$ cat src/hdl/decode_pkg.sv
/*
 * Shared definitions for the decode operand stage
 * Data, instruction and register index types, field positions,
 * read port indices and the operand/immediate select encodings
 */

package decode_pkg;

  ////////////////////////////////////////////////////
  // Widths and sizes
  ////////////////////////////////////////////////////

  localparam int WORD_W         = 32;
  localparam int REG_ADDR_W     = 5;
  localparam int NUM_REGS       = 32;
  localparam int NUM_READ_PORTS = 3;

  // Read port slots in the register file and forward arrays
  localparam int RA_IDX = 0;
  localparam int RB_IDX = 1;
  localparam int RC_IDX = 2;

  // Register field positions in the instruction word
  localparam int RA_LSB = 16;
  localparam int RB_LSB = 11;
  // rc doubles as write address
  localparam int RC_LSB = 21;

  typedef logic [WORD_W-1:0]     word_t;
  typedef logic [31:0]           instr_t;
  typedef logic [REG_ADDR_W-1:0] reg_addr_t;

  ////////////////////////////////////////////////////
  // Operand select encodings
  ////////////////////////////////////////////////////

  // Operand A source
  typedef enum logic [1:0] {
    OP_A_REG   = 2'd0,
    OP_A_PC    = 2'd1,
    OP_A_IMM16 = 2'd2
  } op_a_sel_e;

  // Operand B source
  typedef enum logic [1:0] {
    OP_B_REG  = 2'd0,
    OP_B_REGC = 2'd1,
    OP_B_IMM  = 2'd2
  } op_b_sel_e;

  // Immediate format for operand B
  typedef enum logic [3:0] {
    IMM_16   = 4'd0,
    IMM_5N11 = 4'd1,
    IMM_21S  = 4'd2,
    IMM_8Z   = 4'd3,
    IMM_16Z  = 4'd4,
    IMM_11S  = 4'd5,
    IMM_5N6S = 4'd6,
    IMM_VEC  = 4'd7,
    IMM_FOUR = 4'd8
  } imm_sel_e;

  // SIMD element size
  typedef enum logic [1:0] {
    VEC_MODE32 = 2'd0,
    VEC_MODE16 = 2'd1,
    VEC_MODE8  = 2'd2
  } vec_mode_e;

endpackage

$ cat src/hdl/register_file.sv
/*
 * 32-entry general purpose register file
 * Three combinational read ports, two write ports,
 * execute port wins on a shared write address
 */

`timescale 1ns/1ps

module register_file
  import decode_pkg::*;
(
  input  logic                             clk,
  input  logic                             rst_n,

  // Read ports, slot order ra, rb, rc
  input  reg_addr_t [NUM_READ_PORTS-1:0]   raddr_i,
  output word_t     [NUM_READ_PORTS-1:0]   rdata_o,

  // Writeback port
  input  logic                             wb_we_i,
  input  reg_addr_t                        wb_waddr_i,
  input  word_t                            wb_wdata_i,

  // Execute result port
  input  logic                             ex_we_i,
  input  reg_addr_t                        ex_waddr_i,
  input  word_t                            ex_wdata_i
);

  // Storage array
  word_t regs [NUM_REGS];

  ////////////////////////////////////////////////////
  // Write side
  ////////////////////////////////////////////////////

  always_ff @(posedge clk or negedge rst_n)
  begin
    if (!rst_n)
    begin
      for (int i = 0; i < NUM_REGS; i++)
      begin
        regs[i] <= '0;
      end
    end
    else
    begin
      // Writeback first
      if (wb_we_i)
      begin
        regs[wb_waddr_i] <= wb_wdata_i;
      end
      // Execute last, so it overrides on the same address
      if (ex_we_i)
      begin
        regs[ex_waddr_i] <= ex_wdata_i;
      end
    end
  end

  ////////////////////////////////////////////////////
  // Read side
  ////////////////////////////////////////////////////

  // Plain async reads, same-cycle writes come via forwarding
  always_comb
  begin
    for (int p = 0; p < NUM_READ_PORTS; p++)
    begin
      rdata_o[p] = regs[raddr_i[p]];
    end
  end

  // Enabled writes need a clean address
  a_wb_waddr_known: assert property (@(posedge clk) disable iff (!rst_n)
    wb_we_i |-> !$isunknown(wb_waddr_i));

  a_ex_waddr_known: assert property (@(posedge clk) disable iff (!rst_n)
    ex_we_i |-> !$isunknown(ex_waddr_i));

endmodule

$ cat src/hdl/operand_forward.sv
/*
 * Forwarding unit for one register read operand
 * Picks execute result, then writeback data, then register file data
 */

`timescale 1ns/1ps

module operand_forward
  import decode_pkg::*;
(
  input  reg_addr_t raddr_i,
  input  word_t     rf_data_i,
  input  logic      ex_we_i,
  input  reg_addr_t ex_waddr_i,
  input  word_t     ex_wdata_i,
  input  logic      wb_we_i,
  input  reg_addr_t wb_waddr_i,
  input  word_t     wb_wdata_i,
  output word_t     fwd_data_o
);

  // RAW hazard flags per write port
  logic ex_hit;
  logic wb_hit;

  assign ex_hit = ex_we_i && (ex_waddr_i == raddr_i);
  assign wb_hit = wb_we_i && (wb_waddr_i == raddr_i);

  // Newest value wins
  assign fwd_data_o = ex_hit ? ex_wdata_i :
                      wb_hit ? wb_wdata_i :
                               rf_data_i;

  // Known source must give a known operand
  a_fwd_known: assert final (
    $isunknown({ex_hit, wb_hit}) ||
    (ex_hit && $isunknown(ex_wdata_i)) ||
    (!ex_hit && wb_hit && $isunknown(wb_wdata_i)) ||
    (!ex_hit && !wb_hit && $isunknown(rf_data_i)) ||
    !$isunknown(fwd_data_o))
  else $error("forwarded operand has unknown bits from a known source");

endmodule

$ cat src/hdl/operand_select.sv
/*
 * Operand builder for the ALU
 * Immediate extraction, operand A and B muxes,
 * scalar replication of operand B
 */

`timescale 1ns/1ps

module operand_select
  import decode_pkg::*;
(
  input  instr_t                        instr_i,
  input  word_t                         current_pc_i,
  input  word_t [NUM_READ_PORTS-1:0]    fwd_data_i,
  input  op_a_sel_e                     op_a_sel_i,
  input  op_b_sel_e                     op_b_sel_i,
  input  imm_sel_e                      imm_sel_i,
  input  logic                          scalar_repl_i,
  input  vec_mode_e                     vec_mode_i,
  output word_t                         op_a_o,
  output word_t                         op_b_o,
  output word_t                         op_c_o,
  output word_t                         rb_data_o
);

  // Immediate candidates
  word_t imm16;
  word_t imm5n11;
  word_t imm21s;
  word_t imm8z;
  word_t imm16z;
  word_t imm11s;
  word_t imm5n6s;
  word_t imm_vec;

  // Operand B path
  word_t imm_b;
  word_t op_b_raw;
  word_t op_b_vec;

  ////////////////////////////////////////////////////
  // Immediate extraction
  ////////////////////////////////////////////////////

  // Always sign extended
  assign imm16   = {{16{instr_i[15]}}, instr_i[15:0]};
  // Split field, sign from bit 25
  assign imm5n11 = {{16{instr_i[25]}}, instr_i[25:21], instr_i[10:0]};
  // Word offsets
  assign imm21s  = {{9{instr_i[20]}}, instr_i[20:0], 2'b00};
  assign imm8z   = {22'b0, instr_i[7:0], 2'b00};
  assign imm16z  = {14'b0, instr_i[15:0], 2'b00};
  // Short signed forms
  assign imm11s  = {{21{instr_i[15]}}, instr_i[15:5]};
  assign imm5n6s = {{21{instr_i[25]}}, instr_i[25:21], instr_i[10:5]};
  // Vector scalar immediate
  assign imm_vec = {{24{instr_i[15]}}, instr_i[15:8]};

  // Format select for operand B
  always_comb
  begin
    case (imm_sel_i)
      IMM_16:   imm_b = imm16;
      IMM_5N11: imm_b = imm5n11;
      IMM_21S:  imm_b = imm21s;
      IMM_8Z:   imm_b = imm8z;
      IMM_16Z:  imm_b = imm16z;
      IMM_11S:  imm_b = imm11s;
      IMM_5N6S: imm_b = imm5n6s;
      IMM_VEC:  imm_b = imm_vec;
      // IMM_FOUR and anything unused
      default:  imm_b = word_t'(4);
    endcase
  end

  ////////////////////////////////////////////////////
  // Operand A
  ////////////////////////////////////////////////////

  always_comb
  begin
    case (op_a_sel_i)
      OP_A_PC:    op_a_o = current_pc_i;
      OP_A_IMM16: op_a_o = imm16;
      default:    op_a_o = fwd_data_i[RA_IDX];
    endcase
  end

  ////////////////////////////////////////////////////
  // Operand B
  ////////////////////////////////////////////////////

  always_comb
  begin
    case (op_b_sel_i)
      OP_B_REGC: op_b_raw = fwd_data_i[RC_IDX];
      OP_B_IMM:  op_b_raw = imm_b;
      default:   op_b_raw = fwd_data_i[RB_IDX];
    endcase
  end

  // Byte splat for 8-bit lanes, halfword splat otherwise
  assign op_b_vec = (vec_mode_i == VEC_MODE8) ? {4{op_b_raw[7:0]}}
                                              : {2{op_b_raw[15:0]}};

  assign op_b_o = scalar_repl_i ? op_b_vec : op_b_raw;

  // Operand C and store data straight from forwarding
  assign op_c_o    = fwd_data_i[RC_IDX];
  assign rb_data_o = fwd_data_i[RB_IDX];

endmodule

$ cat src/hdl/id_ex_regs.sv
/*
 * ID/EX pipeline register
 * Operands, store data and write address with a one-cycle valid flag
 */

`timescale 1ns/1ps

module id_ex_regs
  import decode_pkg::*;
(
  input  logic      clk,
  input  logic      rst_n,

  // From decode
  input  logic      valid_i,
  input  word_t     op_a_i,
  input  word_t     op_b_i,
  input  word_t     op_c_i,
  input  word_t     rb_data_i,
  input  reg_addr_t waddr_i,

  // To execute
  output logic      valid_ex_o,
  output word_t     op_a_ex_o,
  output word_t     op_b_ex_o,
  output word_t     op_c_ex_o,
  output word_t     rb_data_ex_o,
  output reg_addr_t waddr_ex_o
);

  // Valid flag, one cycle per strobe
  always_ff @(posedge clk or negedge rst_n)
  begin
    if (!rst_n)
    begin
      valid_ex_o <= 1'b0;
    end
    else
    begin
      valid_ex_o <= valid_i;
    end
  end

  // Payload, held between strobes
  always_ff @(posedge clk or negedge rst_n)
  begin
    if (!rst_n)
    begin
      op_a_ex_o    <= '0;
      op_b_ex_o    <= '0;
      op_c_ex_o    <= '0;
      rb_data_ex_o <= '0;
      waddr_ex_o   <= '0;
    end
    else if (valid_i)
    begin
      op_a_ex_o    <= op_a_i;
      op_b_ex_o    <= op_b_i;
      op_c_ex_o    <= op_c_i;
      rb_data_ex_o <= rb_data_i;
      waddr_ex_o   <= waddr_i;
    end
  end

  // Back-to-back valid only with back-to-back strobes
  a_valid_pulse: assert property (@(posedge clk) disable iff (!rst_n)
    (valid_ex_o && $past(valid_ex_o)) |-> $past(valid_i));

endmodule

$ cat src/hdl/decode_stage.sv
/*
 * Decode stage operand path, top level
 * Register file, per-operand forwarding, operand builder, ID/EX register
 */

`timescale 1ns/1ps

module decode_stage
  import decode_pkg::*;
(
  input  logic      clk,
  input  logic      rst_n,

  // Instruction and its select codes
  input  logic      instr_valid_i,
  input  instr_t    instr_i,
  input  word_t     current_pc_i,
  input  op_a_sel_e op_a_sel_i,
  input  op_b_sel_e op_b_sel_i,
  input  imm_sel_e  imm_sel_i,
  input  logic      scalar_repl_i,
  input  vec_mode_e vec_mode_i,

  // Writeback port
  input  logic      wb_we_i,
  input  reg_addr_t wb_waddr_i,
  input  word_t     wb_wdata_i,

  // Execute result port
  input  logic      ex_we_i,
  input  reg_addr_t ex_waddr_i,
  input  word_t     ex_wdata_i,

  // ID/EX outputs
  output logic      valid_ex_o,
  output word_t     op_a_ex_o,
  output word_t     op_b_ex_o,
  output word_t     op_c_ex_o,
  output word_t     rb_data_ex_o,
  output reg_addr_t waddr_ex_o
);

  reg_addr_t [NUM_READ_PORTS-1:0] rf_raddr;
  word_t     [NUM_READ_PORTS-1:0] rf_rdata;
  word_t     [NUM_READ_PORTS-1:0] fwd_data;

  word_t     op_a;
  word_t     op_b;
  word_t     op_c;
  word_t     rb_data;
  reg_addr_t waddr_id;

  // Register fields of the instruction
  assign rf_raddr[RA_IDX] = instr_i[RA_LSB +: REG_ADDR_W];
  assign rf_raddr[RB_IDX] = instr_i[RB_LSB +: REG_ADDR_W];
  assign rf_raddr[RC_IDX] = instr_i[RC_LSB +: REG_ADDR_W];
  // Destination shares the rc field
  assign waddr_id         = instr_i[RC_LSB +: REG_ADDR_W];

  register_file register_file_inst (
    .clk        ( clk        ),
    .rst_n      ( rst_n      ),
    .raddr_i    ( rf_raddr   ),
    .rdata_o    ( rf_rdata   ),
    .wb_we_i    ( wb_we_i    ),
    .wb_waddr_i ( wb_waddr_i ),
    .wb_wdata_i ( wb_wdata_i ),
    .ex_we_i    ( ex_we_i    ),
    .ex_waddr_i ( ex_waddr_i ),
    .ex_wdata_i ( ex_wdata_i )
  );

  // One forwarding unit per read port
  for (genvar i = 0; i < NUM_READ_PORTS; i++)
  begin : gen_fwd
    operand_forward operand_forward_inst (
      .raddr_i    ( rf_raddr[i] ),
      .rf_data_i  ( rf_rdata[i] ),
      .ex_we_i    ( ex_we_i     ),
      .ex_waddr_i ( ex_waddr_i  ),
      .ex_wdata_i ( ex_wdata_i  ),
      .wb_we_i    ( wb_we_i     ),
      .wb_waddr_i ( wb_waddr_i  ),
      .wb_wdata_i ( wb_wdata_i  ),
      .fwd_data_o ( fwd_data[i] )
    );
  end

  operand_select operand_select_inst (
    .instr_i       ( instr_i       ),
    .current_pc_i  ( current_pc_i  ),
    .fwd_data_i    ( fwd_data      ),
    .op_a_sel_i    ( op_a_sel_i    ),
    .op_b_sel_i    ( op_b_sel_i    ),
    .imm_sel_i     ( imm_sel_i     ),
    .scalar_repl_i ( scalar_repl_i ),
    .vec_mode_i    ( vec_mode_i    ),
    .op_a_o        ( op_a          ),
    .op_b_o        ( op_b          ),
    .op_c_o        ( op_c          ),
    .rb_data_o     ( rb_data       )
  );

  id_ex_regs id_ex_regs_inst (
    .clk          ( clk           ),
    .rst_n        ( rst_n         ),
    .valid_i      ( instr_valid_i ),
    .op_a_i       ( op_a          ),
    .op_b_i       ( op_b          ),
    .op_c_i       ( op_c          ),
    .rb_data_i    ( rb_data       ),
    .waddr_i      ( waddr_id      ),
    .valid_ex_o   ( valid_ex_o    ),
    .op_a_ex_o    ( op_a_ex_o     ),
    .op_b_ex_o    ( op_b_ex_o     ),
    .op_c_ex_o    ( op_c_ex_o     ),
    .rb_data_ex_o ( rb_data_ex_o  ),
    .waddr_ex_o   ( waddr_ex_o    )
  );

endmodule

$ cat config.mk
export PLATFORM = sky130hd
export DESIGN_NAME = decode_stage
export DESIGN_NICKNAME = d
export VERILOG_FILES = /design/src/hdl/decode_pkg.sv /design/src/hdl/register_file.sv /design/src/hdl/operand_forward.sv /design/src/hdl/operand_select.sv /design/src/hdl/id_ex_regs.sv /design/src/hdl/decode_stage.sv
export SDC_FILE = /design/constraint.sdc
export NUM_CORES = 2
export LEC_CHECK = 0
export ABC_AREA = 0
export BUFFER_PORTS_ARGS = -buffer_cell sky130_fd_sc_hd__buf_4
export CAP_MARGIN = 20
export CORE_ASPECT_RATIO = 1.5
export CORE_MARGIN = 5
export CORE_UTILIZATION = 30
export CTS_BUF_LIST = sky130_fd_sc_hd__clkbuf_4 sky130_fd_sc_hd__clkbuf_8 sky130_fd_sc_hd__clkbuf_16
export DETAILED_ROUTE_END_ITERATION = 16
export GPL_TIMING_DRIVEN = 1
export PLACE_DENSITY = 0.47
export RECOVER_POWER = 50
export SLEW_MARGIN = 0
export SYNTH_ARGS = -nofsm -noshare
export SYNTH_HDL_FRONTEND = slang
export SYNTH_SLANG_ARGS = --single-unit
export TNS_END_PERCENT = 50
$ cat constraint.sdc
create_clock -name clk -period 2.4 [get_ports clk]
set_input_delay 0.24 -clock clk [delete_from_list [all_inputs] [get_ports clk]]
set_output_delay 0.24 -clock clk [all_outputs]
set_load 0.005 [all_outputs]
==> run summary <==
Leak - 44.6 nW
first-pass GRT wire length - 668,000 um
1st-iter DRT viols - 10,800
critical-path maximum fanout - 30
min-delay src - wb_wdata_i[22]
Startpoint Class - primary input
Detail Route Antenna Nets - 0
Design Power - 82.5 mW
DRT Pass-1 Iters - 6
Max clock buf depth - 4
WL final - 492,000 um
WS Path Type - primary input to flip-flop
hold depth - 5
slowest cell delay on critical path - 1.09 ns
FF-to-FF Start - register_file_inst.regs[195]
largest net degree at the start of global routing - 102
fin cells - 12,800
commonest non-fill, non-tap cells in the layout - buf_4 (1,533), dfrtp_1 (1,157), mux2i_1 (933), nor2_1 (869), a21oi_1 (846)
Die X - 435 um
slew at the pin closest to its max-slew limit - 1.61 ns
setup ws final - -0.319 ns
# clock sinks - 1,158
WP buf/inv - 4
Max Clk Rate - 0.368 GHz
WL/cell - 38.6 um
initial antenna violation count - 32
vias in the first global route - 78,200
Setup Viol. Count Final - 117
Top FF cell, synth - dfrtp_1
Pwr per Cell Area - 774 nW/um2
most frequent CP cell - clkbuf_1
r2r endpoint - id_ex_regs_inst.op_b_ex_o[27]
# IOs - 288
outcome - finished, violations left
FF-to-FF setup slack - -0.31 ns
most common cell after layout, fill and taps aside - buf_4
Slew Limit Headroom - -0.0741
Rows - 234
critical path, cell by cell - buf_4, clkbuf_1, or3b_2, nor2_4, clkbuf_1, buf_12, o21ai_0
placed insts - 12,400
Top delay family on crit path - buffers and inverters
cells after synthesis - 7,875
fin crit share - 1.13
CORE AREA - 270,000 um2
clock-pin slew on the worst setup and hold paths - 0.05 ns
final slew viol count - 20
H-tree levels - 4
Hold Slack - -0.00309 ns
post-route minimum period - 2.72 ns
Slowest cell on crit path - clkbuf_1
worst min-delay path category - primary input to flip-flop
IR drop worst, VDD - 0.557 mV
Worst Path Required - 3.08 ns
Mapped Avg Cell Area - 10.3 um2
Yosys cell types - 83
Synth async-reset ratio - 1.00
detailed placement HPWL - 354,000 um
CP endpoint kind - flip-flop
Die Ht - 648 um
Hold EP - id_ex_regs_inst.op_c_ex_o[22]
number of enable flip-flop cells after synthesis - 0
CTS tree - yes
DR vias - 78,800
CTS Buf Count - 139
Max-Cap Viols - 2
Nets - 9,243
Core Util, Final - 0.394
Synth Register Bits - 1,158
vias per cell - 6.18
die area - 282,000 um2
Final Hold Viols - 1
Clock Skew - 0.0449 ns
Post-Syn Area - 81,300 um2
layout cells sized above 1 - 0.353
synth-to-layout area growth - 31.0%
gr ovfl total - 0
DRC - 0
worst skew pair latency - 0.85 ns
Worst EP arrival - 3.40 ns
RSZ-0062 raised after global routing - yes
root buffer cell - clkbuf_16
placer congestion estimate - 1.03
Synthesized Nets - 8,033
All-Layer GR Usage - 0.339
sequential element share of the synthesized area - 0.356
input/output buffers - 281
Synth Warn # - 0
starting density of the core - 0.301
failing checks - hold timing, capacitance limit, slew limit, setup timing
depth of the worst register-to-register path - 9
[state kept, by name (all words and copies together) (netlist names)]
register,flops
id_ex_regs_inst.op_a_ex_o,32
id_ex_regs_inst.rb_data_ex_o,32
register_file_inst.regs,1024
id_ex_regs_inst.valid_ex_o,1
id_ex_regs_inst.op_c_ex_o,32
id_ex_regs_inst.waddr_ex_o,5
id_ex_regs_inst.op_b_ex_o,32
[layout make-up]
cell class                 count  area [um2]
fill                       26200      164000
multi-input combinational   5723       49500
sequential                  1158       29000
timing repair buffer        2010       18700
tap                         3540        4430
clock buffer                 201        4160
clock inverter                35         455
inverter                      53         204
antenna                       31        77.6
[synth_stat cells (12+ instances only)]
cell type,number,area (um2)
a211oi_1,24,180
a21o_1,16,120
a21oi_1,863,4320
a221oi_1,32,280
a22oi_1,57,428
a311oi_1,15,131
a31oi_1,55,344
a32oi_1,33,289
and2_1,13,81.3
and3_1,12,75.1
buf_1,100,375
buf_2,115,576
buf_4,39,293
buf_6,29,327
clkbuf_1,652,2450
clkinv_1,17,63.8
dfrtp_1,1158,29000
inv_1,35,131
mux2_2,40,450
mux2i_1,950,9510
mux4_2,835,18800
nand2_1,755,2830
nand2b_1,14,87.6
nand3_1,55,275
nand3b_1,17,128
nand4_1,16,100
nor2_1,907,3400
nor2b_1,24,150
nor3_1,43,215
nor3b_1,13,97.6
o211ai_1,47,353
o21ai_0,622,3110
o221ai_1,22,193
o22ai_1,25,156
o2bb2ai_1,20,175
o31ai_1,12,90.1
or3_1,16,100
xnor2_1,19,166
xor2_1,13,114
[report_power, final]
part / internal (mW) / leakage (nW) / total [mW] / switching, mW
Combinational: 16.2 / 28.1 / 30.4 / 14.1
Clock: 13.1 / 2.32 / 22.6 / 9.53
Sequential: 24.5 / 14.2 / 29.4 / 4.92
[kinds of logic after synthesis]
logic type	Yosys count	share of synthesized area
buffers and inverters	994	0.0530
adders and majority gates	4	0.000616
DFF	1158	0.356
xor gates and xnor gates	32	0.00345
AOI/OAI and AO/OA	1942	0.136
and+or+nand+nor	1919	0.0962
muxes	1826	0.354
[tightest hold or removal path, cell delays in order]
cell and delay (ns):
buf_4 0.13, nor2_1 0.08, nor3_2 0.12, a21oi_2 0.08
a21oi_1 0.14
[worst max path at each step]
stage,from,to,slack [ns],cells past startpoint
detailed placement,instr_i[11],id_ex_regs_inst.op_b_ex_o[15],-1.17,14
floorplan,instr_i[16],id_ex_regs_inst.op_a_ex_o[28],-0.03,9
CTS,register_file_inst.regs[163],id_ex_regs_inst.op_b_ex_o[27],-0.31,9
global placement,instr_i[11],id_ex_regs_inst.op_b_ex_o[30],-1.62,12
global route,register_file_inst.regs[163],id_ex_regs_inst.op_b_ex_o[27],-0.33,9
finish,ex_waddr_i[3],register_file_inst.regs[691],-0.32,7
[layer usage]
| layer | track usage | part of all wire | vias up |
|---|---|---|---|
| met5 | 0 | 0.000063 | - |
| met4 | 0.324 | 0.12 | 4 |
| met3 | 0.0759 | 0.093 | 1806 |
| met2 | 0.526 | 0.44 | 5363 |
| met1 | 0.385 | 0.34 | 39900 |
| li1 | - | - | 31700 |
[per-stage QoR]
step	cell area (um2)	hold slack [ns]	setup slack, ns	setup TNS, ns
finish	107000	-0.00309	-0.319	-13.87
global route	107000	0.0128	-0.327	-13.13
CTS	107000	0.000938	-0.309	-3.61
detailed placement	100000	0.179	-1.17	-80.83
global placement	100000	0.175	-1.62	-80.88
floorplan	81500	-0.0556	-0.0340	-0.864
[timing repair]
| action | in CTS | in global routing |
|---|---|---|
| resized for setup | 162 | 90 |
| setup buffers | 17 | 7 |
| hold endpoints to repair | 1157 | 0 |
| setup endpoints to repair | 60 | 72 |
| hold buffers | 99 | 0 |
| pin swaps | 44 | 34 |
No activity file was read; power rests on OpenSTA's default activity.
